### config.mk
export PLATFORM = sky130hd
export DESIGN_NAME = round_robin_arbiter
export DESIGN_NICKNAME = d
export VERILOG_FILES = /design/src/rtl/round_robin_arbiter.sv
export SDC_FILE = /design/constraint.sdc
export NUM_CORES = 1
export LEC_CHECK = 0
export BUFFER_PORTS_ARGS = -buffer_cell sky130_fd_sc_hd__buf_4
export CORE_AREA = 3 3 40 42
export CTS_BUF_LIST = sky130_fd_sc_hd__clkbuf_8
export DETAILED_ROUTE_END_ITERATION = 10
export DIE_AREA = 0 0 43 45
export PLACE_DENSITY = 0.75
export SLEW_MARGIN = 20
export SYNTH_ARGS = -nofsm -noshare
export SYNTH_HDL_FRONTEND = slang
export SYNTH_SLANG_ARGS = --single-unit
### constraint.sdc
create_clock -name ap_clk -period 2 [get_ports ap_clk]
set_input_delay 0.3 -clock ap_clk [delete_from_list [all_inputs] [get_ports ap_clk]]
set_output_delay 0.3 -clock ap_clk [all_outputs]
set_load 0.02 [all_outputs]
### src/rtl/round_robin_arbiter.sv
`timescale 1ns/1ns

module round_robin_arbiter #(
  parameter int NUM_REQUESTORS = 4
) (
  input  logic                      ap_clk,
  input  logic                      areset_control,
  input  logic                      enable,
  input  logic [NUM_REQUESTORS-1:0] request,
  output logic [NUM_REQUESTORS-1:0] grant
);

  localparam int IDX_W = (NUM_REQUESTORS > 1) ? $clog2(NUM_REQUESTORS) : 1;

  // Index of the most recent winner
  logic [IDX_W-1:0]          last_ptr;
  logic [IDX_W-1:0]          winner;
  logic [NUM_REQUESTORS-1:0] grant_next;
  logic                      found;

  // ----------------------------------------------------------
  // Rotating priority search
  // ----------------------------------------------------------
  // Starts just after the last winner and wraps around,
  // so the last winner is tried last and wins again only alone
  always_comb begin : pick
    int idx;
    grant_next = '0;
    winner     = last_ptr;
    found      = 1'b0;
    for (int off = 1; off <= NUM_REQUESTORS; off++) begin
      idx = int'(last_ptr) + off;
      if (idx >= NUM_REQUESTORS) begin
        idx = idx - NUM_REQUESTORS;
      end
      // First requesting line wins
      if (!found && request[idx]) begin
        found           = 1'b1;
        grant_next[idx] = 1'b1;
        winner          = IDX_W'(idx);
      end
    end
  end

  // ----------------------------------------------------------
  // Grant register
  // ----------------------------------------------------------
  always_ff @(posedge ap_clk) begin
    if (areset_control) begin
      grant    <= '0;
      // Line 0 has first pick after reset
      last_ptr <= IDX_W'(NUM_REQUESTORS - 1);
    end else if (enable && found) begin
      grant    <= grant_next;
      last_ptr <= winner;
    end else begin
      // Disabled or idle, pointer keeps its place
      grant <= '0;
    end
  end

endmodule : round_robin_arbiter

; Word-level counts from Yosys, hierarchy flattened
; Cells that the tools add are included.
[classes]
n_addsub = 8
order_cmp = 12
mux = 36
bitwise = 4
reduce_logical = 14
[op_table]
columns = operator, count
row1 = $ge A32 B1 Y1 const B, 4
row2 = $lt A32 B4 Y1 const B, 4
row3 = $mux W32, 4
row4 = $mux W1, 16
row5 = $mux W4, 4
row6 = $or A4 B4 Y4, 3
row7 = $sub A3 B3 Y4 const B, 3
row8 = $ge A3 B3 Y1 const B, 3
row9 = $bmux W1 S2, 4
row10 = $demux W1 S2, 4
row11 = $logic_and A1 B1 Y1, 8
row12 = $mux W2, 4
row13 = $add A2 B2 Y3 const B, 2
row14 = $sub A4 B3 Y5 const B, 1
row15 = $add A2 B3 Y4 const B, 1
row16 = $ge A4 B3 Y1 const B, 1
row17 = $reduce_bool A4 Y1, 1
row18 = $add A2 B1 Y3 const B, 1
row19 = $logic_not A1 Y1, 3
row20 = $reduce_and A2 Y1, 1
row21 = $reduce_or A2 Y1, 1
row22 = $not A1 Y1, 1
[totals]
register_bits = 6
input_bits = 7
out_inout_bits = 4
wordCells = 76

; Depth between registers and ports, before layout
[logic_depth]
ltp_word = 19
depth_mapped = 7
ltp_nobuf = 6

; Worst setup path after synthesis
; OpenSTA, ideal clock, no wires.
[synth_path]
path_kind = reg2reg
startpoint = register last_ptr[0]
endpoint = register grant[0]
setup_ns = 0.123
t_arrival_ns = 1.782
required_ns = 1.877
slack_ns = 0.095
path_stages_with_launch = 8
n_path_buf = 1
period_less_slack_ns = 1.905
path_cell_list = dfxtp_1 > buf_6 > inv_1 > ha_1 > mux4_2 > nor2b_4 > a221oi_1 > o2bb2ai_1
[synth_via]
elab_chain_cells = 19
word_cells_on_any_way = 68
classes_between = 8 x add/sub / 12 x order compare / 32 x mux / 4 x bitwise / 12 x reduce/logical
[synth_lines]
columns = element, line_no
row1 = start: declaration, 16  ; logic [IDX_W-1:0] last_ptr;
row2 = start signal: assignment, 52  ; last_ptr <= IDX_W'(NUM_REQUESTORS - 1);
row3 = start signal: assignment, 55  ; last_ptr <= winner;
row4 = "parallel branches: the longest is 19 deep, another holds $ge A32 B1 Y1", --
row5 = end signal: assignment, 54  ; grant <= grant_next;
row6 = end: declaration, 10  ; output logic [NUM_REQUESTORS-1:0] grant
; Several ways; the timed one is not identified. The select of a mux whose other input is x is not followed.
; A chain may end at the register's enable or synchronous reset.

; Final worst setup path
[layout_path]
startpoint = register last_ptr[1]
endpoint = register grant[0]
; Same word-level chain as after synthesis.

==> summary.md <==
- All-Layer GR Usage: 14.74%
- worst flop-to-flop path endpoint: grant[0]
- Die X: 43 µm
- Worst Hold Path EP: last_ptr[1]
- final instance area: 718.2 µm²
- fin. max-slew vios: 0
- HPWL after DPL: 921.2 µm
- top cell family by delay on the critical path: adder cells
- placed insts: 84
- count of H-tree levels built during CTS: 1
- Post-Synthesis Cells: 58
- worst-case clock buffer depth: 2
- number of nets in the final layout: 89
- Avg Inst Size Synth: 9.945 µm²
- FF-to-FF path depth: 6
- cells taking the most area after synthesis: sky130_fd_sc_hd__dfxtp_1, sky130_fd_sc_hd__ha_1, sky130_fd_sc_hd__mux4_2
- leakage power total: 0.0003412 µW
- area grow syn2layout: 24.51%
- TNS Setup: 0 ns
- run status: complete, no violations
- portion of the post-synthesis area used by sequential elements: 20.82%
- num ports: 11
- critical hold path startpoint: areset_control
- wire length of the first global-routing pass: 2070 µm
- most frequent cells in the layout: sky130_fd_sc_hd__buf_4, sky130_fd_sc_hd__ha_1, sky130_fd_sc_hd__dfxtp_1
- crit share post-route: 93.95%
- Antenna Cells: 0
- transition time at the pin with the least slew margin: 0.5421 ns
- post-layout instance count excluding filler cells: 87
- hold_ws: 0.3207 ns
- startpoint kind of the worst setup timing path: flop
- relative max-transition margin: 63.58%
- kind of end point of the critical path: flop
- achievable clock frequency: 532.2 MHz
- ordered cell list for the critical path: inv_1 > ha_2 > mux4_2 > nor2b_4 > a221oi_1 > o2bb2ai_1
- via-per-instance ratio: 5.989
- final standard cell utilization of the core: 55.89%
- Clock Tree Root: sky130_fd_sc_hd__clkbuf_8
- leading cell type in the layout, fill and taps excluded: sky130_fd_sc_hd__buf_4
- top fanout value on the critical path: 6
- post-route clock skew: 0.005539 ns
- starting density of the core: 44.89%
- number of synthesis warnings: 0
- layout cell share with drive strength beyond 1: 31.94%
- 1st-iter DRT viols: 15
- Max rail drop VDD: 0.5645 mV
- number of buffers and inverters on the critical path: 1
- per-cell routed wire length: 14.57 µm
- antenna violations before repair: 0
- y dimension of the die: 45 µm
- power density cells: 1060 nW/µm²
- die area: 1935 µm²
- placed cell area: 674.4 µm²
- Slowest Stage Delay on Critical Path: 0.41 ns
- Arr. time, crit path: 1.98 ns
- weighted congestion reported at the end of routability-driven placement: 0.8082
- aggregate global routing overflow: 0
- # clock sinks: 6
- #FFs+latches synth: 6
- post-synth cell types: 24
- floorplan row count: 13
- count of port buffers added during placement: 10
- clock buffer count from CTS: 3
- drc violations: 0
- post-detailed-routing wire length: 1268 µm
- critical setup path kind: reg -> reg
- type of the worst min-delay path: in -> reg
- required arrival time at the worst endpoint: 2.10 ns
- pin count of the biggest net entering global routing: 13
- clock transition at the register clock pins on the worst setup and hold paths after CTS: 0.04 ns
- number of cells on the worst hold path: 3
- Finish-stage setup viols: 0
- crit path max-delay cell type: sky130_fd_sc_hd__ha_2
- syn_nets: 73
- post-synthesis instance area: 576.8 µm²
- detailed-router iteration count before antenna repair: 4
- reg2reg start: last_ptr[1]
- clock insertion delay at the later pin of the skew report: 0.23 ns
- endpoints failing hold: 0
- cell type contributing the most total cell area after synthesis: sky130_fd_sc_hd__dfxtp_1
- TritonCTS clock tree: built
- post-detailed-route count of antenna-violating nets: 0
- number of global-route vias before repair: 462
- count of vias placed by the detailed router: 521
- area share of the leading cell type in the synthesized netlist: 20.82%
- RSZ-0062 raised after global routing: no
- total of max-cap violations: 0
- post-CTS setup buffers: 0
- setup slack of the worst register-to-register path: 0.12 ns
- core region area: 1285 µm²
- clock period minus final worst setup slack: 1.879 ns
==> state kept, by name (all words and copies together) (netlist names) <==
| signal | flops |
|---|---|
| grant | 4 |
| last_ptr | 2 |
==> repair_timing <==
item                                    CTS  global route
endpoints found under the setup margin    0             1
gates resized for setup                   0             1
hold buffers                              0             0
==> worst max-delay path by stage <==
| stage | start | endpoint | slack, ns | cells past startpoint |
|---|---|---|---|---|
| finish | last_ptr[1] | grant[0] | 0.12 | 6 |
| global route | last_ptr[1] | grant[0] | 0.01 | 6 |
| CTS | last_ptr[1] | grant[2] | 0.12 | 6 |
| detailed placement | last_ptr[1] | grant[2] | 0.13 | 6 |
| global placement | last_ptr[0] | grant[0] | 0.19 | 6 |
| floorplan | last_ptr[0] | grant[0] | 0.09 | 7 |
==> per-stage QoR <==
step                      total power [µW]  setup slack [ns]
after floorplan                      466.0           0.09500
after global placement               557.9            0.1916
after detailed placement             564.3            0.1346
after CTS                            756.5            0.1214
after global routing                 816.7           0.01260
final                                761.4            0.1210
==> cells in the mapped netlist (all sizes together) <==
cell type	number
o31ai	1
inv	4
nand4	1
a31oi	1
mux2	3
o211a	2
ha	8
nor4	1
o2bb2ai	4
a221oi	4
mux2i	2
nand2	1
nand3	1
dfxtp	6
a21oi	1
nor3	2
nor2b	1
nor2	4
buf	1
o2111ai	1
o21ai	5
and3	1
mux4	3
==> routing by layer <==
metal	track usage [%]	wire [µm]	vias to the layer above
met3	7.171	86	4
met1	18.63	591	244
met4	5.422	14	0
met2	21.86	576	14
met5	0	0	-
li1	-	-	259
==> area by class of cell <==
class | instances | area [µm²]
Clock buffer | 3 | 41.29
Fill cell | 120 | 566.8
Inverter | 4 | 15.01
Multi-Input combinational cell | 47 | 432.9
Sequential cell | 6 | 120.1
Tap cell | 15 | 18.77
Timing Repair Buffer | 12 | 90.09
==> kinds of logic (layout without fill, tap and decap cells) <==
logic type / Yosys count / after routing / share of synthesized area, %
compound gates: 19 / 19 / 24.73
mux: 8 / 8 / 21.04
buf+inv: 5 / 19 / 4.554
fa+ha+maj: 8 / 8 / 17.35
simple gates: 12 / 12 / 11.50
flops: 6 / 6 / 20.83
==> where the power goes <==
part           total (µW)  leakage, µW  internal (µW)  switching [µW]
Clock                 189    0.0000216            130            59.4
Combinational         419     0.000270            185             234
Sequential            153    0.0000493            145            7.79
Total                 761     0.000341            460             301
==> worst min-delay path, delay by kind of cell <==
kind	cells	cell delay, ns
buffers and inverters	1	0.10
AOI/OAI and AO/OA	2	0.12
No activity file was read; power rests on OpenSTA's default activity.
