===== src/rtl/glay_pkg.sv =====
package glay_pkg;

  // ----------------------------------------------------------
  // Memory request commands
  // ----------------------------------------------------------
  typedef enum logic [1:0] {
    CMD_READ         = 2'b00,
    CMD_WRITE        = 2'b01,
    CMD_READ_STREAM  = 2'b10,
    CMD_WRITE_STREAM = 2'b11
  } mem_cmd_t;

  // ----------------------------------------------------------
  // Funnel controller states
  // ----------------------------------------------------------
  typedef enum logic [1:0] {
    ARB_SETUP = 2'b00,
    ARB_RUN   = 2'b01,
    ARB_HOLD  = 2'b10
  } arb_state_t;

  // ----------------------------------------------------------
  // Request field widths
  // ----------------------------------------------------------
  localparam int CMD_WIDTH    = $bits(mem_cmd_t);
  // One memory word each
  localparam int ADDR_WIDTH   = 32;
  localparam int DATA_WIDTH   = 32;
  // Requestor id
  localparam int SOURCE_WIDTH = 4;

  // Packed word as held in the FIFOs
  localparam int PACKET_WIDTH = CMD_WIDTH + SOURCE_WIDTH + ADDR_WIDTH + DATA_WIDTH;

  // Field positions inside the packed word, data in the low bits
  localparam int DATA_LSB   = 0;
  localparam int ADDR_LSB   = DATA_LSB + DATA_WIDTH;
  localparam int SOURCE_LSB = ADDR_LSB + ADDR_WIDTH;
  localparam int CMD_LSB    = SOURCE_LSB + SOURCE_WIDTH;

endpackage : glay_pkg


===== src/rtl/request_fifo.sv =====
`timescale 1ns/1ns

module request_fifo #(
  parameter int DEPTH       = 16,
  parameter int PROG_THRESH = 12
) (
  input  logic                              ap_clk,
  input  logic                              areset_control,
  input  logic                              wr_en,
  input  logic                              rd_en,
  input  logic [glay_pkg::PACKET_WIDTH-1:0] din,
  output logic [glay_pkg::PACKET_WIDTH-1:0] dout,
  output logic                              valid,
  output logic                              empty,
  output logic                              full,
  output logic                              prog_full
);

  localparam int PTR_W = (DEPTH > 1) ? $clog2(DEPTH) : 1;
  localparam int CNT_W = $clog2(DEPTH + 1);
  localparam logic [PTR_W-1:0] LAST_PTR = PTR_W'(DEPTH - 1);

  // Storage
  logic [glay_pkg::PACKET_WIDTH-1:0] mem [DEPTH];

  logic [PTR_W-1:0] wr_ptr;
  logic [PTR_W-1:0] rd_ptr;
  logic [PTR_W-1:0] clr_ptr;
  logic [CNT_W-1:0] count;
  logic             clearing;
  logic             wr_fire;
  logic             rd_fire;

  // ----------------------------------------------------------
  // Status flags
  // ----------------------------------------------------------
  // Looks full and empty while storage is being wiped
  assign empty     = clearing | (count == '0);
  assign full      = clearing | (count == CNT_W'(DEPTH));
  assign prog_full = (count >= CNT_W'(PROG_THRESH));

  // Strobes against a full or empty buffer are dropped here
  assign wr_fire = wr_en & ~full;
  assign rd_fire = rd_en & ~empty;

  // ----------------------------------------------------------
  // Post-reset clearing walk
  // ----------------------------------------------------------
  always_ff @(posedge ap_clk) begin
    if (areset_control) begin
      clearing <= 1'b1;
      clr_ptr  <= '0;
    end else if (clearing) begin
      clr_ptr <= clr_ptr + 1'b1;
      // One slot per cycle, done after the last one
      if (clr_ptr == LAST_PTR) begin
        clearing <= 1'b0;
      end
    end
  end

  // ----------------------------------------------------------
  // Pointers and occupancy
  // ----------------------------------------------------------
  always_ff @(posedge ap_clk) begin
    if (areset_control) begin
      wr_ptr <= '0;
      rd_ptr <= '0;
      count  <= '0;
      valid  <= 1'b0;
    end else begin
      if (wr_fire) begin
        wr_ptr <= (wr_ptr == LAST_PTR) ? '0 : wr_ptr + 1'b1;
      end
      if (rd_fire) begin
        rd_ptr <= (rd_ptr == LAST_PTR) ? '0 : rd_ptr + 1'b1;
      end
      // Simultaneous push and pop leave count alone
      if (wr_fire && !rd_fire) begin
        count <= count + 1'b1;
      end else if (rd_fire && !wr_fire) begin
        count <= count - 1'b1;
      end
      // Read data valid one cycle after the pop
      valid <= rd_fire;
    end
  end

  // Storage write port, zero fill first
  always_ff @(posedge ap_clk) begin
    if (clearing) begin
      mem[clr_ptr] <= '0;
    end else if (wr_fire) begin
      mem[wr_ptr] <= din;
    end
  end

  // Registered read port
  always_ff @(posedge ap_clk) begin
    if (rd_fire) begin
      dout <= mem[rd_ptr];
    end
  end

endmodule : request_fifo


===== config.mk =====
export PLATFORM = sky130hd
export DESIGN_NAME = request_fifo
export DESIGN_NICKNAME = d
export VERILOG_FILES = /design/src/rtl/glay_pkg.sv /design/src/rtl/request_fifo.sv
export SDC_FILE = /design/constraint.sdc
export NUM_CORES = 1
export LEC_CHECK = 0
export CAP_MARGIN = 20
export CORE_ASPECT_RATIO = 0.7
export CORE_MARGIN = 2
export CORE_UTILIZATION = 65
export DETAILED_ROUTE_END_ITERATION = 16
export DONT_BUFFER_PORTS = 1
export GPL_TIMING_DRIVEN = 1
export PLACE_DENSITY = 0.86
export SYNTH_ARGS = -nofsm -noshare
export SYNTH_HDL_FRONTEND = slang
export SYNTH_SLANG_ARGS = --single-unit

===== constraint.sdc =====
create_clock -name ap_clk -period 12.3 [get_ports ap_clk]
set_input_delay 1.23 -clock ap_clk [delete_from_list [all_inputs] [get_ports ap_clk]]
set_output_delay 1.23 -clock ap_clk [all_outputs]
set_load 0.02 [all_outputs]

# After elaboration in Yosys (flattened, before gate mapping)
# Memories as Yosys holds them, arrays and structs flattened. A register that Yosys moved wholly into a read port is not among the register bits.
# Index checks and enable logic that the tools add are counted.
# W data, S select, Z words.
# word_totals
register_bits	19
ramBits	1120
input_bits	74
out_inout_bits	74
elab_cells	44
n_memories	1
# memory_table
name	words	width	read_ports	rd_clocked_by_memory_dff	wr	line	text
mem	16	70	1	1	1	request_fifo.sv:24	logic [glay_pkg::PACKET_WIDTH-1:0] mem [DEPTH];
# classes
n_addsub	5
order_cmp	1
n_eq_ne	4
n_mux	14
bitwise	6
reduce_logical	7
# op_table
operator	count
$mux W70	1
$reduce_or A70 Y1	1
$add A4 B1 Y4 const B	3
$eq A4 B4 Y1 const B	3
$mux W4	3
$mux W5	2
$mux W1	8
$add A5 B1 Y5 const B	1
$eq A5 B5 Y1 const B	1
$ge A5 B4 Y1 const B	1
$logic_not A5 Y1	1
$sub A5 B1 Y5 const B	1
$and A1 B1 Y1	2
$logic_and A1 B1 Y1	2
$logic_not A1 Y1	2
$not A1 Y1	2
$or A1 B1 Y1	2
$reduce_bool A2 Y1	1

# Depth between registers and ports, before layout
# depth
ltp_word	9
ltp_mapped	11
depth_no_buf	9

# Least setup slack after synthesis
# OpenSTA, ideal clock, no wires.
# synth_timing
path_kind	input to register
from	in wr_en
to	mem mem[13][0] (netlist bit), enable pin
setup_time_ns	0.498
arrival_time_ns	4.967
required_ns	11.802
slack_ns	6.835
cell_stages	5
path_buffers	1
path_cell_list	nand2b_1 > a21oi_1 > clkbuf_1 > a31oi_1 > nor2_1
# synth_via
elab_chain_cells	6
# synth_rtl
element	line	text
start: declaration	request_fifo.sv:9	input logic wr_en,
$and A1 B1 Y1 *	request_fifo.sv:43	assign wr_fire = wr_en & ~full;
$mux W1 *	request_fifo.sv:93	end else if (wr_fire) begin
$mux W1 *	request_fifo.sv:91	if (clearing) begin
$mux W1 (implied by the code) *	request_fifo.sv:94	mem[wr_ptr] <= din;
$reduce_or A70 Y1 (no source line)	--	
$mux W4 (no source line) or $mux W1 (tied branches)	--	
end: declaration	request_fifo.sv:24	
# Mark *: on every way between the ends. The rest lies on a longest branch, timed or not.

==> impl_metrics.toml <==
[outcome]
status = "completed"

[place]
gp_congestion = 0.761
port-buffer-count = 0
dpl-instance-area_um2 = 46700
place_worst_setup_slack_ns = 8.05
hpwl_mm = 51.5

[critical_path]
critical_path_cell_count = 5
crit_family = "buffers and inverters"
critPathArrivalTime_ns = 4.57
regToRegSetupSlack_ns = 8.14
path_max_fanout = 157
rr_endpoint = "dout[16]"
cp_data_required_time_ns = 12.72
crit_path_top_delay_cell = "buf_4"
critPathCaptureType = "register"
reg2regPathDepth = 5
cp_num_buf_inv = 2
crit_chain = "buf_12 > buf_4 > mux4_2 > a22o_1 > a221o_1"
setup.worst_path.end = "dout[16]"
r2r_start = "rd_ptr[1]"
start_kind = "register"
cpPeakStageDelay_ns = 1.02
crit_type = "reg2reg"
crit_path_start = "rd_ptr[1]"

[logic_synthesis]
synthCells = 1936
synth_cell_types = 46
synth-seq-cells = 1209
ys_warn_count = 0
syn_area_um2 = 45600
synth_ff_type = "edfxtp_1"
async_flop_share_pct = 0
syn_nets = 2018
yosysSeqAreaShare_pct = 79.3
synth-edff-count = 1190
avgSynthCellArea_um2 = 23.5

[die]
core.rowCount = 81
floorplan.initialDensity_pct = 65.4
dieWidth_um = 320
io_pins = 148
placeableCoreArea_um2 = 69600
die_height_um = 226
dieArea_um2 = 72300

[global_route]
use_met3_pct = 6.35
grt_max_degree = 158
grt_pass1_vias = 22000
top_usage_layer = "met2"
grt_usage_pct = 30.3
antenna_found_initial = 8
grtUsageMet2_pct = 49.3
use_met1_pct = 41.9
grt_pass1_wl_mm = 155
grt.overflow.total = 0

[sta]
rsz0062_at_grt = "no"
fin_ws_ns = 8.14
slew_headroom_pct = 21.9
fmax_ghz = 0.241
maxSlewViolCount = 0
setup_violations = 0
setup_tns_ns = 0
hold_viol = 0
period_minus_slack_ns = 4.16
timing.final.crit_share_pct = 33.8
skew_ns = 0.0375
worst_slew_pin_slew_ns = 1.17

[layout]
final_cell_mix = "1190 x edfxtp_1, 268 x mux4_2, 105 x clkbuf_16"
final_area_um2 = 50100
drive_gt1_share_pct = 23.1
final_common_cell = "edfxtp_1"
layout.nets = 2051
area_growth_pct = 9.93

[route]
ant_nets = 0
drc_errors = 0
drt-wirelength-per-cell_um = 36.9
drt_iter0_markers = 2914
wirelength_mm = 110
dr.pass1.iters = 5
vias = 21700
via_per_inst = 7.28

[clock_tree]
cts.htree.levels = 3
cts_setup_buffers = 0
cts.clk_slew.worst_paths_ns = 0.07
clockBufferDepth = 3
post_cts_resized = 0
cts.sinks = 1209
cts_buffers = 104
cts_tree = "yes"
ctsHoldBuffers = 0
cts-root-buf = "clkbuf_16"
clk_latency_ns = 0.70

[worst_hold_path]
hold_class = "reg2reg"

[power]
ir_drop_v = 0.000132
cellPowerDensity_nw_per_um2 = 162
total_power_mw = 8.09
power_leakage_nw = 16.7

[job]
maxCapViolCount = 0
[how the worst min path moves through the flow]
stage                        start         to  slack [ns]  cells past startpoint
global placement         wr_ptr[1]  wr_ptr[1]        0.55                      2
global route        areset_control  rd_ptr[1]        0.59                      1
detailed placement        count[1]   count[1]        0.58                      2
floorplan                rd_ptr[3]  rd_ptr[3]        0.49                      2
finish                    count[1]   count[1]        0.59                      2
CTS                 areset_control  rd_ptr[1]        0.59                      1
[registers in the layout, summed over array words and instances (netlist names)]
name	flops
count	5
rd_ptr	4
wr_ptr	4
clearing	1
valid	1
mem	1120
dout	70
clr_ptr	4
[power by group]
group	leakage [nW]	switching, mW	internal (mW)	total (mW)
clock network	1.61	1.52	1.78	3.29
logic	2.90	0.126	0.0808	0.207
registers	12.2	0.0301	4.56	4.59
total	16.7	1.67	6.42	8.09
[per-stage QoR]
step	hold slack, ns	util, %	instances
2_1_floorplan	0.492	-	1936
6_report	0.593	71.9	2973
3_3_place_gp	0.551	66.9	2768
4_1_cts	0.587	71.8	2963
3_5_place_dp	0.578	67.0	2772
5_1_grt	0.587	71.9	2973
[worst min-delay path, cell delays in order, from the launching register on]
cell     delay [ns]
dfxtp_1        0.35
a21oi_1        0.16
nor2_1         0.04
[synthesized netlist by cell type (2+ instances only)]
cell type / number / area share (%)
buf_2: 12 / 0.13
edfxtp_1: 1190 / 78
mux2_2: 2 / 0.049
inv_1: 10 / 0.082
a21o_1: 3 / 0.049
buf_4: 9 / 0.15
and2_1: 72 / 0.99
mux2i_1: 6 / 0.13
a31oi_1: 2 / 0.027
nor2b_1: 4 / 0.055
and3_1: 2 / 0.027
nand3_1: 2 / 0.022
a22o_1: 70 / 1.3
o21ai_0: 3 / 0.033
a21oi_1: 9 / 0.099
nor2_1: 41 / 0.34
nor4_1: 2 / 0.027
xnor2_1: 2 / 0.038
nor3_1: 2 / 0.022
ha_1: 7 / 0.19
buf_1: 9 / 0.074
o32a_1: 2 / 0.044
xor2_1: 4 / 0.077
dfxtp_1: 19 / 0.83
a221o_1: 70 / 1.5
mux4_1: 12 / 0.69
nand2_1: 5 / 0.041
mux4_2: 268 / 13
clkbuf_1: 65 / 0.54
buf_6: 13 / 0.32
nand3b_1: 2 / 0.033
nand2b_1: 3 / 0.041
[kinds of logic after synthesis]
kind of cell               count (synthesis)  synth area share, %
buffers and inverters                    118                 1.29
adders and majority gates                  8                0.236
muxes                                    288                 14.1
DFF                                     1209                 79.3
and+or+nand+nor                          139                 1.66
xor gates and xnor gates                   6                0.115
AOI/OAI and AO/OA                        168                 3.31
[metal layers]
metal | vias up | wire length [um]
met4 | 0 | 4500
met1 | 11500 | 39700
met5 | - | 0
met3 | 272 | 10100
li1 | 8385 | -
met2 | 1541 | 55500
[cell type report]
class                           instances  area [um2]
Fill cell                            3580       19500
Clock buffer                          127        2740
Inverter                               10        40.0
Timing Repair Buffer                   35         433
Tap cell                              913        1140
Sequential cell                      1209       36100
Antenna cell                            6        15.0
Clock inverter                         64         578
Multi-Input combinational cell        609        9020
Power figures use the tool's default switching activity.
