### src/rtl/setup_timer.sv
`timescale 1ns/1ns

module setup_timer #(
  parameter int SETUP_CYCLES = 16
) (
  input  logic ap_clk,
  input  logic areset_control,
  output logic busy
);

  localparam int CNT_W = (SETUP_CYCLES > 2) ? $clog2(SETUP_CYCLES) : 1;
  // Busy drops one edge early, the FSM state register adds the last cycle
  localparam logic [CNT_W-1:0] LAST_CNT = CNT_W'(SETUP_CYCLES - 2);

  // Cycles since reset release
  logic [CNT_W-1:0] cnt;

  // ----------------------------------------------------------
  // Post-reset window
  // ----------------------------------------------------------
  always_ff @(posedge ap_clk) begin
    if (areset_control) begin
      cnt  <= '0;
      busy <= 1'b1;
    end else if (busy) begin
      cnt <= cnt + 1'b1;
      if (cnt == LAST_CNT) begin
        busy <= 1'b0;
      end
    end
  end

endmodule : setup_timer

### config.mk
export PLATFORM = sky130hd
export DESIGN_NAME = setup_timer
export DESIGN_NICKNAME = d
export VERILOG_FILES = /design/src/rtl/setup_timer.sv
export SDC_FILE = /design/constraint.sdc
export NUM_CORES = 1
export LEC_CHECK = 0
export BUFFER_PORTS_ARGS = -buffer_cell sky130_fd_sc_hd__buf_2
export CORE_AREA = 5 5 42 44
export DETAILED_ROUTE_END_ITERATION = 8
export DIE_AREA = 0 0 47 49
export GPL_TIMING_DRIVEN = 1
export SLEW_MARGIN = 20
export SYNTH_ARGS = -nofsm -noshare
export SYNTH_HDL_FRONTEND = slang
export SYNTH_SLANG_ARGS = --single-unit
export TNS_END_PERCENT = 20
### constraint.sdc
create_clock -name ap_clk -period 2 [get_ports ap_clk]
set_input_delay 0.1 -clock ap_clk [delete_from_list [all_inputs] [get_ports ap_clk]]
set_output_delay 0.1 -clock ap_clk [all_outputs]
set_load 0.03 [all_outputs]
Word level (Yosys, flattened, before mapping):

Index checks and enable logic that the tools add are counted.

* output and inout bits: 1
* word-level logic and storage cells: 6
* register bits: 5
* bits of input ports: 2

* equal/unequal tests: 1
* multiplexer cells: 2
* add/sub/neg operators: 1

Operators by type and width (count)
* $add 4x1->4 const B: 1
* $eq 4x4->1 const B: 1
* $mux 1: 2

Depth between registers and ports, before layout:

Gate-level depths: netlist (run 1).

* word-level depth: 3
* gate-level depth with buffers: 4
* gate-level depth less buffers: 4

Worst setup path before layout (run 1):

OpenSTA, ideal clock, no wires.

* path kind: reg2reg
* from: register busy
* to: register cnt[3]
* clock period less this slack: 1.169 ns
* arrival: 1.048 ns
* setup time: 0.121 ns
* data required time: 1.879 ns
* path slack: 0.831 ns
* cell stages (with the launch flop): 4
* path buffers: 1
* cell sequence: dfxtp_1 buf_6 nand4_4 mux2_4

RTL lines
* start: declaration: RTL line 8 `output logic busy`
* start signal: assignment: RTL line 24 `busy <= 1'b1;`
* start signal: assignment: RTL line 28 `busy <= 1'b0;`
* end signal: assignment: RTL line 26 `cnt <= cnt + 1'b1;`
* end: declaration: RTL line 16 `logic [CNT_W-1:0] cnt;`

Final worst setup path (run 1):

* from: register busy
* to: output port busy

No word-level cell between the ends.

==> impl_metrics.py, run 1 <==
metrics = {
    "synth": {
        "synth_cell_types": 15,
        "synth_nets": 26,
        "synth_cells": 22,
        "synth_top_area_share_pct": 40.8,
        "synthArstFlopShare_pct": 0,
        "synth.area.top_cells": "dfxtp_1, ha_1, nand4_4, mux2_4, buf_6",
        "synth_edf_count": 0,
        "netlist_top_cells_count": "dfxtp_1, nor2_1, ha_1",
        "ys_seq_area_share_pct": 40.8,
        "syn_area_per_cell_um2": 11.1,
        "netlist_area_um2": 245,
        "ys_ff_latch": 5,
        "yosysWarningCount": 0,
        "yosysTopAreaCell": "dfxtp_1",
        "synth.most_common_cell": "dfxtp_1",
        "ys.flop_type": "dfxtp_1",
    },
    "power_and_ir_drop": {
        "finalPower_uw": 243,
        "p_leak_nw": 0.114,
        "ir_drop_v": 0.000411,
        "p_per_area_nw_per_um2": 837,
    },
    "global_routing": {
        "grt.overflow.total": 0,
        "antenna_found_initial": 0,
        "grt_pass1_vias": 165,
        "grt_usage_pct": 4.15,
        "grt_max_degree": 9,
        "grt_pass1_wl_um": 627,
    },
    "drt": {
        "drc": 0,
        "first_iter_violations": 3,
        "drt_wl_total_um": 357,
        "vias": 162,
        "firstDrtPassIters": 3,
        "viasPerCell": 3.77,
        "wire_per_inst_um": 8.30,
        "ant_nets": 0,
    },
    "timing": {
        "setup_viol": 0,
        "maxSlewHeadroom_pct": 78.8,
        "whs_ns": 0.103,
        "worst_pin_slew_ns": 0.318,
        "fmax_mhz": 908,
        "rsz0062_at_grt": "no",
        "finalCriticalPeriod_ns": 1.10,
        "fin_tns_setup_ns": 0,
        "slew_violations": 0,
        "min_period_over_period_pct": 55.1,
        "skew_ns": 0.00136,
        "hold_viol": 0,
    },
    "worst_setup_path": {
        "crit_family": "flip-flops",
        "crit_buf_inv": 1,
        "crit_arrival_ns": 1.00,
        "cp-start-kind": "register",
        "critPathSlowestCell": "dfxtp_1",
        "critPathMaxFanout": 8,
        "path_class": "register to primary output",
        "cp_cell_sequence": "buf_2",
        "max_stage_delay_ns": 0.50,
        "cp_data_required_time_ns": 1.90,
        "end_kind": "primary output",
    },
    "place": {
        "dpl.hpwl_um": 267,
        "placed_cells": 39,
        "io_buffers": 2,
        "gp_congestion": 0.626,
    },
    "clock_network": {
        "cts.sink_count": 5,
        "cts_made_buffers": 3,
        "tritoncts": "yes",
        "ctsHoldBuffers": 0,
        "cts_max_level": 1,
        "clk_latency_ns": 0.24,
        "cts_resized": 0,
        "clk_pin_slew_worst_paths_ns": 0.04,
        "root_buffer": "clkbuf_4",
        "cts_setup_buffers": 0,
        "cts.path.max_buffers": 2,
    },
    "layout": {
        "instances_no_fill": 43,
        "nNetsFinal": 32,
        "fillers": 157,
        "ff_latch_area_um2": 100,
        "num_antenna_cells": 0,
        "multiInputGateArea_um2": 130,
        "drive_gt1_share_pct": 25.9,
        "postLayoutCoreUtil_pct": 20.7,
        "synthToLayoutAreaGrowth_pct": 18.4,
    },
    "floorplanning": {
        "core_area_um2": 1400,
        "pin_count": 3,
        "dieArea_um2": 2300,
        "die_w_um": 47,
        "die_h_um": 49,
        "start_util_pct": 17.5,
        "rows": 14,
    },
    "run": {
        "drv_cap": 0,
    },
    "outcome": {
        "status": "finished, final reports clean",
    },
    "hold_path": {
        "min-delay-path-class": "primary input to register",
    },
}
-- kinds of logic after synthesis --
group | Yosys count | synth area share (%)
compound gates | 4 | 12.2
xor+xnor | 1 | 3.57
fa+ha+maj | 2 | 10.2
buf+inv | 2 | 6.12
flops | 5 | 40.8
mux | 1 | 6.12
simple gates | 7 | 20.9
-- power breakdown --
| group | switching [mW] | leakage, nW | internal, mW | total, mW |
|---|---|---|---|---|
| logic | 0.00636 | 0.0576 | 0.00796 | 0.0143 |
| registers | 0.00776 | 0.0410 | 0.105 | 0.113 |
| clock network | 0.0400 | 0.0150 | 0.0753 | 0.115 |
| total | 0.0541 | 0.114 | 0.189 | 0.243 |
-- per-layer routing --
metal	vias up	routed length (um)	GRT usage, %
li1	84	-	-
met1	74	167	3.74
met2	4	161	5.43
met3	0	29	4.43
met4	0	0	2.76
met5	-	0	0
-- registers in the layout (all words and copies together) (netlist names) --
register and flops:
busy 1, cnt 4
-- metrics by stage --
step | setup WS (ns) | cell area (um^2)
after floorplan | 0.831 | 245
after global placement | 0.927 | 264
after detailed placement | 0.918 | 264
after CTS | 0.884 | 290
after global routing | 0.811 | 290
final | 0.899 | 290
-- layout by cell type, fill, tap and decap left out, types with 2 or more instances in the layout --
master    instances
dfxtp_1           5
clkbuf_4          3
ha_1              2
nor2_1            3
buf_2             2
-- area by class of cell --
cell class,count,share of cell area [%]
flip-flops and latches,5,34.5
repair buffers,2,3.45
clock buffers,4,9.05
inverters,1,1.29
multi-input cells,15,44.8
well taps,16,6.90
-- worst paths after layout --
kind                       start  endpoint  slack (ns)  cells after the start
setup reg to reg          cnt[0]    cnt[1]        0.90                      3
hold / removal    areset_control    cnt[2]        0.10                      2
setup / recovery            busy      busy        0.90                      1
hold reg to reg           cnt[3]      busy        0.52                      2
Power figures use the tool's default switching activity.
==> inputs of run 2 (changes only) <==
Clock period 2 ns to 1.14 ns, I/O delays scaled along.
==> run 2 against run 1 <==
  * Largest cell class unchanged
  * Non-clock buffer count is the same
  * Clock power rose by 74%
  * Critical path depth up 2
  * Setup slack worse by 0.85 ns
  * Flip-flop and latch count stayed put
  * Total power rose by 74%
  * Clock skew hardly changed
  * Cell count stayed put
  * Combinational power grew 75%
==> impl_metrics.py, run 2 (same netlist as run 1, synthesis figures left out) <==
metrics = {
    "outcome": {
        "status": "finished, final reports clean",
    },
    "drt": {
        "first_iter_violations": 4,
        "drt_wl_total_um": 342,
        "viasPerCell": 3.53,
        "vias": 152,
        "ant_nets": 0,
        "wire_per_inst_um": 7.95,
        "drc": 0,
        "firstDrtPassIters": 2,
    },
    "worst_setup_path": {
        "crit_arrival_ns": 1.24,
        "critPathMaxFanout": 4,
        "end_kind": "register",
        "cp_data_required_time_ns": 1.29,
        "path_class": "register to register",
        "cp-start-kind": "register",
    },
    "place": {
        "io_buffers": 2,
        "postPlaceCellArea_um2": 265,
        "gp_congestion": 0.632,
    },
    "clock_network": {
        "cts_resized": 0,
        "cts.path.max_buffers": 2,
        "ctsHoldBuffers": 0,
        "clk_latency_ns": 0.24,
        "clk_pin_slew_worst_paths_ns": 0.04,
        "cts_made_buffers": 3,
        "cts_setup_buffers": 0,
        "root_buffer": "clkbuf_4",
        "cts_max_level": 1,
        "tritoncts": "yes",
        "cts.sink_count": 5,
    },
    "global_routing": {
        "grt.overflow.total": 0,
        "grt_pass1_wl_um": 552,
        "grt_pass1_vias": 141,
        "grt_usage_pct": 3.80,
        "antenna_found_initial": 0,
        "grt_max_degree": 9,
    },
    "timing": {
        "rsz0062_at_grt": "no",
        "slew_violations": 0,
        "skew_ns": 0.00131,
        "fmax_mhz": 917,
        "hold_viol": 0,
        "min_period_over_period_pct": 95.6,
        "finalCriticalPeriod_ns": 1.09,
        "fin_tns_setup_ns": 0,
        "setup_viol": 0,
        "maxSlewHeadroom_pct": 85.8,
        "worst_pin_slew_ns": 0.213,
    },
    "run": {
        "drv_cap": 0,
    },
    "layout": {
        "fillers": 159,
        "top_regs": "cnt x4, busy x1",
        "drive_gt1_share_pct": 29.6,
        "largest_reg_flops": 4,
        "largest_register": "cnt",
        "final_common_cell": "dfxtp_1",
        "nNetsFinal": 32,
        "ff_latch_area_um2": 101,
        "num_antenna_cells": 0,
        "mostFrequentLayoutCells": "dfxtp_1, nor2_1, clkbuf_4, ha_1, buf_2",
        "multiInputGateArea_um2": 130,
        "synthToLayoutAreaGrowth_pct": 18.9,
        "design_area_um2": 292,
    },
    "power_and_ir_drop": {
        "pwr-share-comb_pct": 5.9,
        "p_leak_nw": 0.113,
        "switching_power_uw": 92.5,
        "clockPowerShare_pct": 47.3,
        "swShare_pct": 21.8,
        "seqPwrFrac_pct": 46.8,
        "ir_drop_v": 0.000482,
        "p_per_area_nw_per_um2": 1450,
        "cell_internal_pwr_uw": 331,
    },
    "floorplanning": {
        "rows": 14,
        "core_area_um2": 1400,
        "die_h_um": 49,
        "start_util_pct": 17.5,
        "die_w_um": 47,
        "pin_count": 3,
        "dieArea_um2": 2300,
    },
    "hold_path": {
        "min-delay-path-class": "primary input to register",
    },
}
-- run 2: cell counts in the layout (fill, tap and decap cells not counted) --
No cell type changed its count.
-- run 2: final cells by class --
type                       count  share of cell area (%)
inverter                       1                    1.29
timing repair buffer           2                    3.43
clock buffer                   4                    9.01
sequential                     5                    34.8
multi-input combinational     15                    44.6
tap                           16                    6.87
-- run 2: worst paths after layout --
kind	start	end	slack (ns)	cells past startpoint
worst max-delay path	cnt[0]	cnt[1]	0.05	3
worst min-delay path	areset_control	cnt[2]	0.06	2
worst max register to register	cnt[0]	cnt[1]	0.05	3
worst min register to register	cnt[3]	busy	0.53	2
-- run 2: power groups by stage --
stage | clock network, mW | logic (mW) | registers (mW)
after floorplan | 0 | 0.0183 | 0.199
after global placement | 0 | 0.0242 | 0.202
after detailed placement | 0 | 0.0247 | 0.202
after CTS | 0.208 | 0.0252 | 0.198
after global routing | 0.222 | 0.0289 | 0.200
final | 0.200 | 0.0250 | 0.198
-- run 2: critical path, stage by stage (launching register included) --
cell and delay, ns:
dfxtp_1 0.43, inv_1 0.07, ha_1 0.29, a211oi_1 0.22
-- run 2: through the flow --
stage               total power [mW]  setup WS (ns)  utilization, %  cells  hold slack [ns]
floorplan                      0.218         0.0856               -     22            0.126
global placement               0.226         0.0635            18.9     39            0.300
detailed placement             0.226         0.0692            18.9     39            0.309
CTS                            0.431         0.0513            20.8     43           0.0546
global route                   0.451       0.000612            20.8     43           0.0683
finish                         0.423         0.0497            20.8     43           0.0627
-- run 2: per-layer routing --
layer | up-vias | part of all wire [%] | GRT usage, %
met2 | 2 | 39 | 3.62
met3 | 0 | 4.7 | 2.21
met1 | 65 | 56 | 4.39
li1 | 85 | - | -
met5 | - | 0 | 0
met4 | 0 | 0 | 5.53
==> inputs of run 3 (changes only) <==
Clock period 1.14 ns to 1.39 ns, I/O delays scaled along.
==> run 3 against run 2 <==
  * Die area stayed put
  * Sequential power down 18%
  * Clock power fell by 10%
  * Core utilization is 0.45 points higher
  * Clock-buffer cell count unchanged
  * Register-to-register slack better by 0.23 ns
  * Total power shrank 14%
  * Setup slack improved by 0.23 ns
  * Routed wire length grew 13%
  * Critical path type unchanged
  * Largest power group unchanged
  * Highest routed layer is now met4
==> impl_metrics.py, run 3 (same netlist as run 1, synthesis figures left out) <==
metrics = {
    "run": {
        "drv_cap": 0,
    },
    "hold_path": {
        "hold_path_end": "cnt[2]",
        "min-delay-path-class": "primary input to register",
        "min_from": "areset_control",
        "min_path_cells": 2,
    },
    "drt": {
        "ant_nets": 0,
        "viasPerCell": 3.91,
        "vias": 172,
        "first_iter_violations": 2,
        "firstDrtPassIters": 2,
        "wire_per_inst_um": 8.82,
        "drt_wl_total_um": 388,
        "drc": 0,
    },
    "clock_network": {
        "root_buffer": "clkbuf_4",
        "cts_made_buffers": 3,
        "cts_resized": 0,
        "clk_latency_ns": 0.25,
        "tritoncts": "yes",
        "cts_setup_buffers": 0,
        "clk_pin_slew_worst_paths_ns": 0.05,
        "cts_max_level": 1,
        "cts.path.max_buffers": 2,
        "ctsHoldBuffers": 0,
        "cts.sink_count": 5,
    },
    "timing": {
        "min_period_over_period_pct": 80.0,
        "hold_viol": 0,
        "fmax_mhz": 900,
        "maxSlewHeadroom_pct": 85.4,
        "slew_violations": 0,
        "whs_ns": 0.0479,
        "finalCriticalPeriod_ns": 1.11,
        "skew_ns": 0.00750,
        "worst_pin_slew_ns": 0.217,
        "rsz0062_at_grt": "no",
        "fin_tns_setup_ns": 0,
        "setup_viol": 0,
    },
    "floorplanning": {
        "die_w_um": 47,
        "pin_count": 3,
        "dieArea_um2": 2300,
        "start_util_pct": 17.5,
        "die_h_um": 49,
        "core_area_um2": 1400,
        "rows": 14,
    },
    "global_routing": {
        "grt.overflow.total": 0,
        "grt_max_degree": 8,
        "grt_pass1_vias": 163,
        "grt_pass1_wl_um": 738,
        "antenna_found_initial": 0,
        "grt_usage_pct": 5.28,
    },
    "power_and_ir_drop": {
        "pwr-share-comb_pct": 5.6,
        "cell_internal_pwr_uw": 272,
        "clockPowerShare_pct": 49.6,
        "p_per_area_nw_per_um2": 1220,
        "seqPwrFrac_pct": 44.7,
        "swShare_pct": 25.2,
        "ir_drop_v": 0.000477,
        "p_leak_nw": 0.118,
        "switching_power_uw": 91.5,
    },
    "layout": {
        "synthToLayoutAreaGrowth_pct": 21.4,
        "drive_gt1_share_pct": 28.6,
        "num_antenna_cells": 0,
        "largest_reg_flops": 4,
        "fillers": 157,
        "top_regs": "cnt x4, busy x1",
        "largest_register": "cnt",
        "nNetsFinal": 33,
        "final_common_cell": "dfxtp_1",
        "mostFrequentLayoutCells": "dfxtp_1, nor2_1, clkbuf_4, ha_1, buf_2",
    },
    "worst_setup_path": {
        "cp_data_required_time_ns": 1.55,
        "critPathSlowestCell": "dfxtp_1",
        "path_class": "register to register",
        "crit_buf_inv": 1,
        "cp-start-kind": "register",
        "ff2ff_path_depth": 3,
        "r2r_end": "cnt[1]",
        "r2r_start": "cnt[0]",
        "end_kind": "register",
        "cp_cell_sequence": "inv_1 > ha_1 > a211oi_1",
        "max_stage_delay_ns": 0.41,
        "crit_family": "flip-flops",
        "r2r_setup_slack_ns": 0.28,
        "crit_arrival_ns": 1.27,
        "critPathMaxFanout": 4,
    },
    "place": {
        "dpl.hpwl_um": 280,
        "io_buffers": 2,
        "gp_congestion": 0.635,
    },
    "outcome": {
        "status": "finished, final reports clean",
    },
}
## run 3: cell types whose count changed in the layout (fill, tap and decap cells not counted)
cell	previous run	this run
dfxtp_2	1	0
dfxtp_1	4	5
buf_4	0	1
## run 3: worst max-delay path by stage
stage | startpoint | endpoint | slack [ns] | depth (start not counted)
6_report | cnt[0] | cnt[1] | 0.28 | 3
5_1_grt | cnt[0] | cnt[1] | 0.22 | 3
4_1_cts | cnt[0] | cnt[1] | 0.25 | 3
3_5_place_dp | cnt[0] | cnt[1] | 0.24 | 3
3_3_place_gp | cnt[0] | cnt[1] | 0.34 | 3
2_1_floorplan | busy | cnt[3] | 0.22 | 3
## run 3: metrics by stage
step | utilization (%) | setup WS [ns] | cell area (um^2) | cells | total power, mW
after floorplan | - | 0.221 | 245 | 22 | 0.179
after global placement | 19.4 | 0.336 | 272 | 40 | 0.185
final | 21.3 | 0.279 | 298 | 44 | 0.364
after CTS | 21.3 | 0.249 | 298 | 44 | 0.371
after global routing | 21.3 | 0.218 | 298 | 44 | 0.392
after detailed placement | 19.4 | 0.243 | 272 | 40 | 0.187
## run 3: routing by layer
layer  vias to the layer above  track usage, %  wire length, um
met1                        75            5.49              173
met3                         5            6.64               41
met2                         4            5.20              156
met5                         -               0                0
met4                         0            4.15               17
li1                         88               -                -
## run 3: layout make-up
type                            instances  area (um^2)  share of cell area [%]
Multi-Input combinational cell         15          130                    43.7
Sequential cell                         5          100                    33.6
Clock buffer                            4         26.3                    8.82
Tap cell                               16         20.0                    6.72
Timing Repair Buffer                    3         17.5                    5.88
Inverter                                1         3.75                    1.26
## run 3: worst reg2reg max path, cell delays in order (launching register included)
cell	delay, ns
dfxtp_1	0.41
inv_1	0.07
ha_1	0.29
a211oi_1	0.25
## run 3: power groups by stage
stage               Sequential, mW  Combinational, mW  Clock (mW)
finish                       0.163             0.0205       0.180
global route                 0.164             0.0234       0.205
floorplan                    0.164             0.0150           0
detailed placement           0.165             0.0211           0
global placement             0.165             0.0200           0
CTS                          0.163             0.0209       0.187
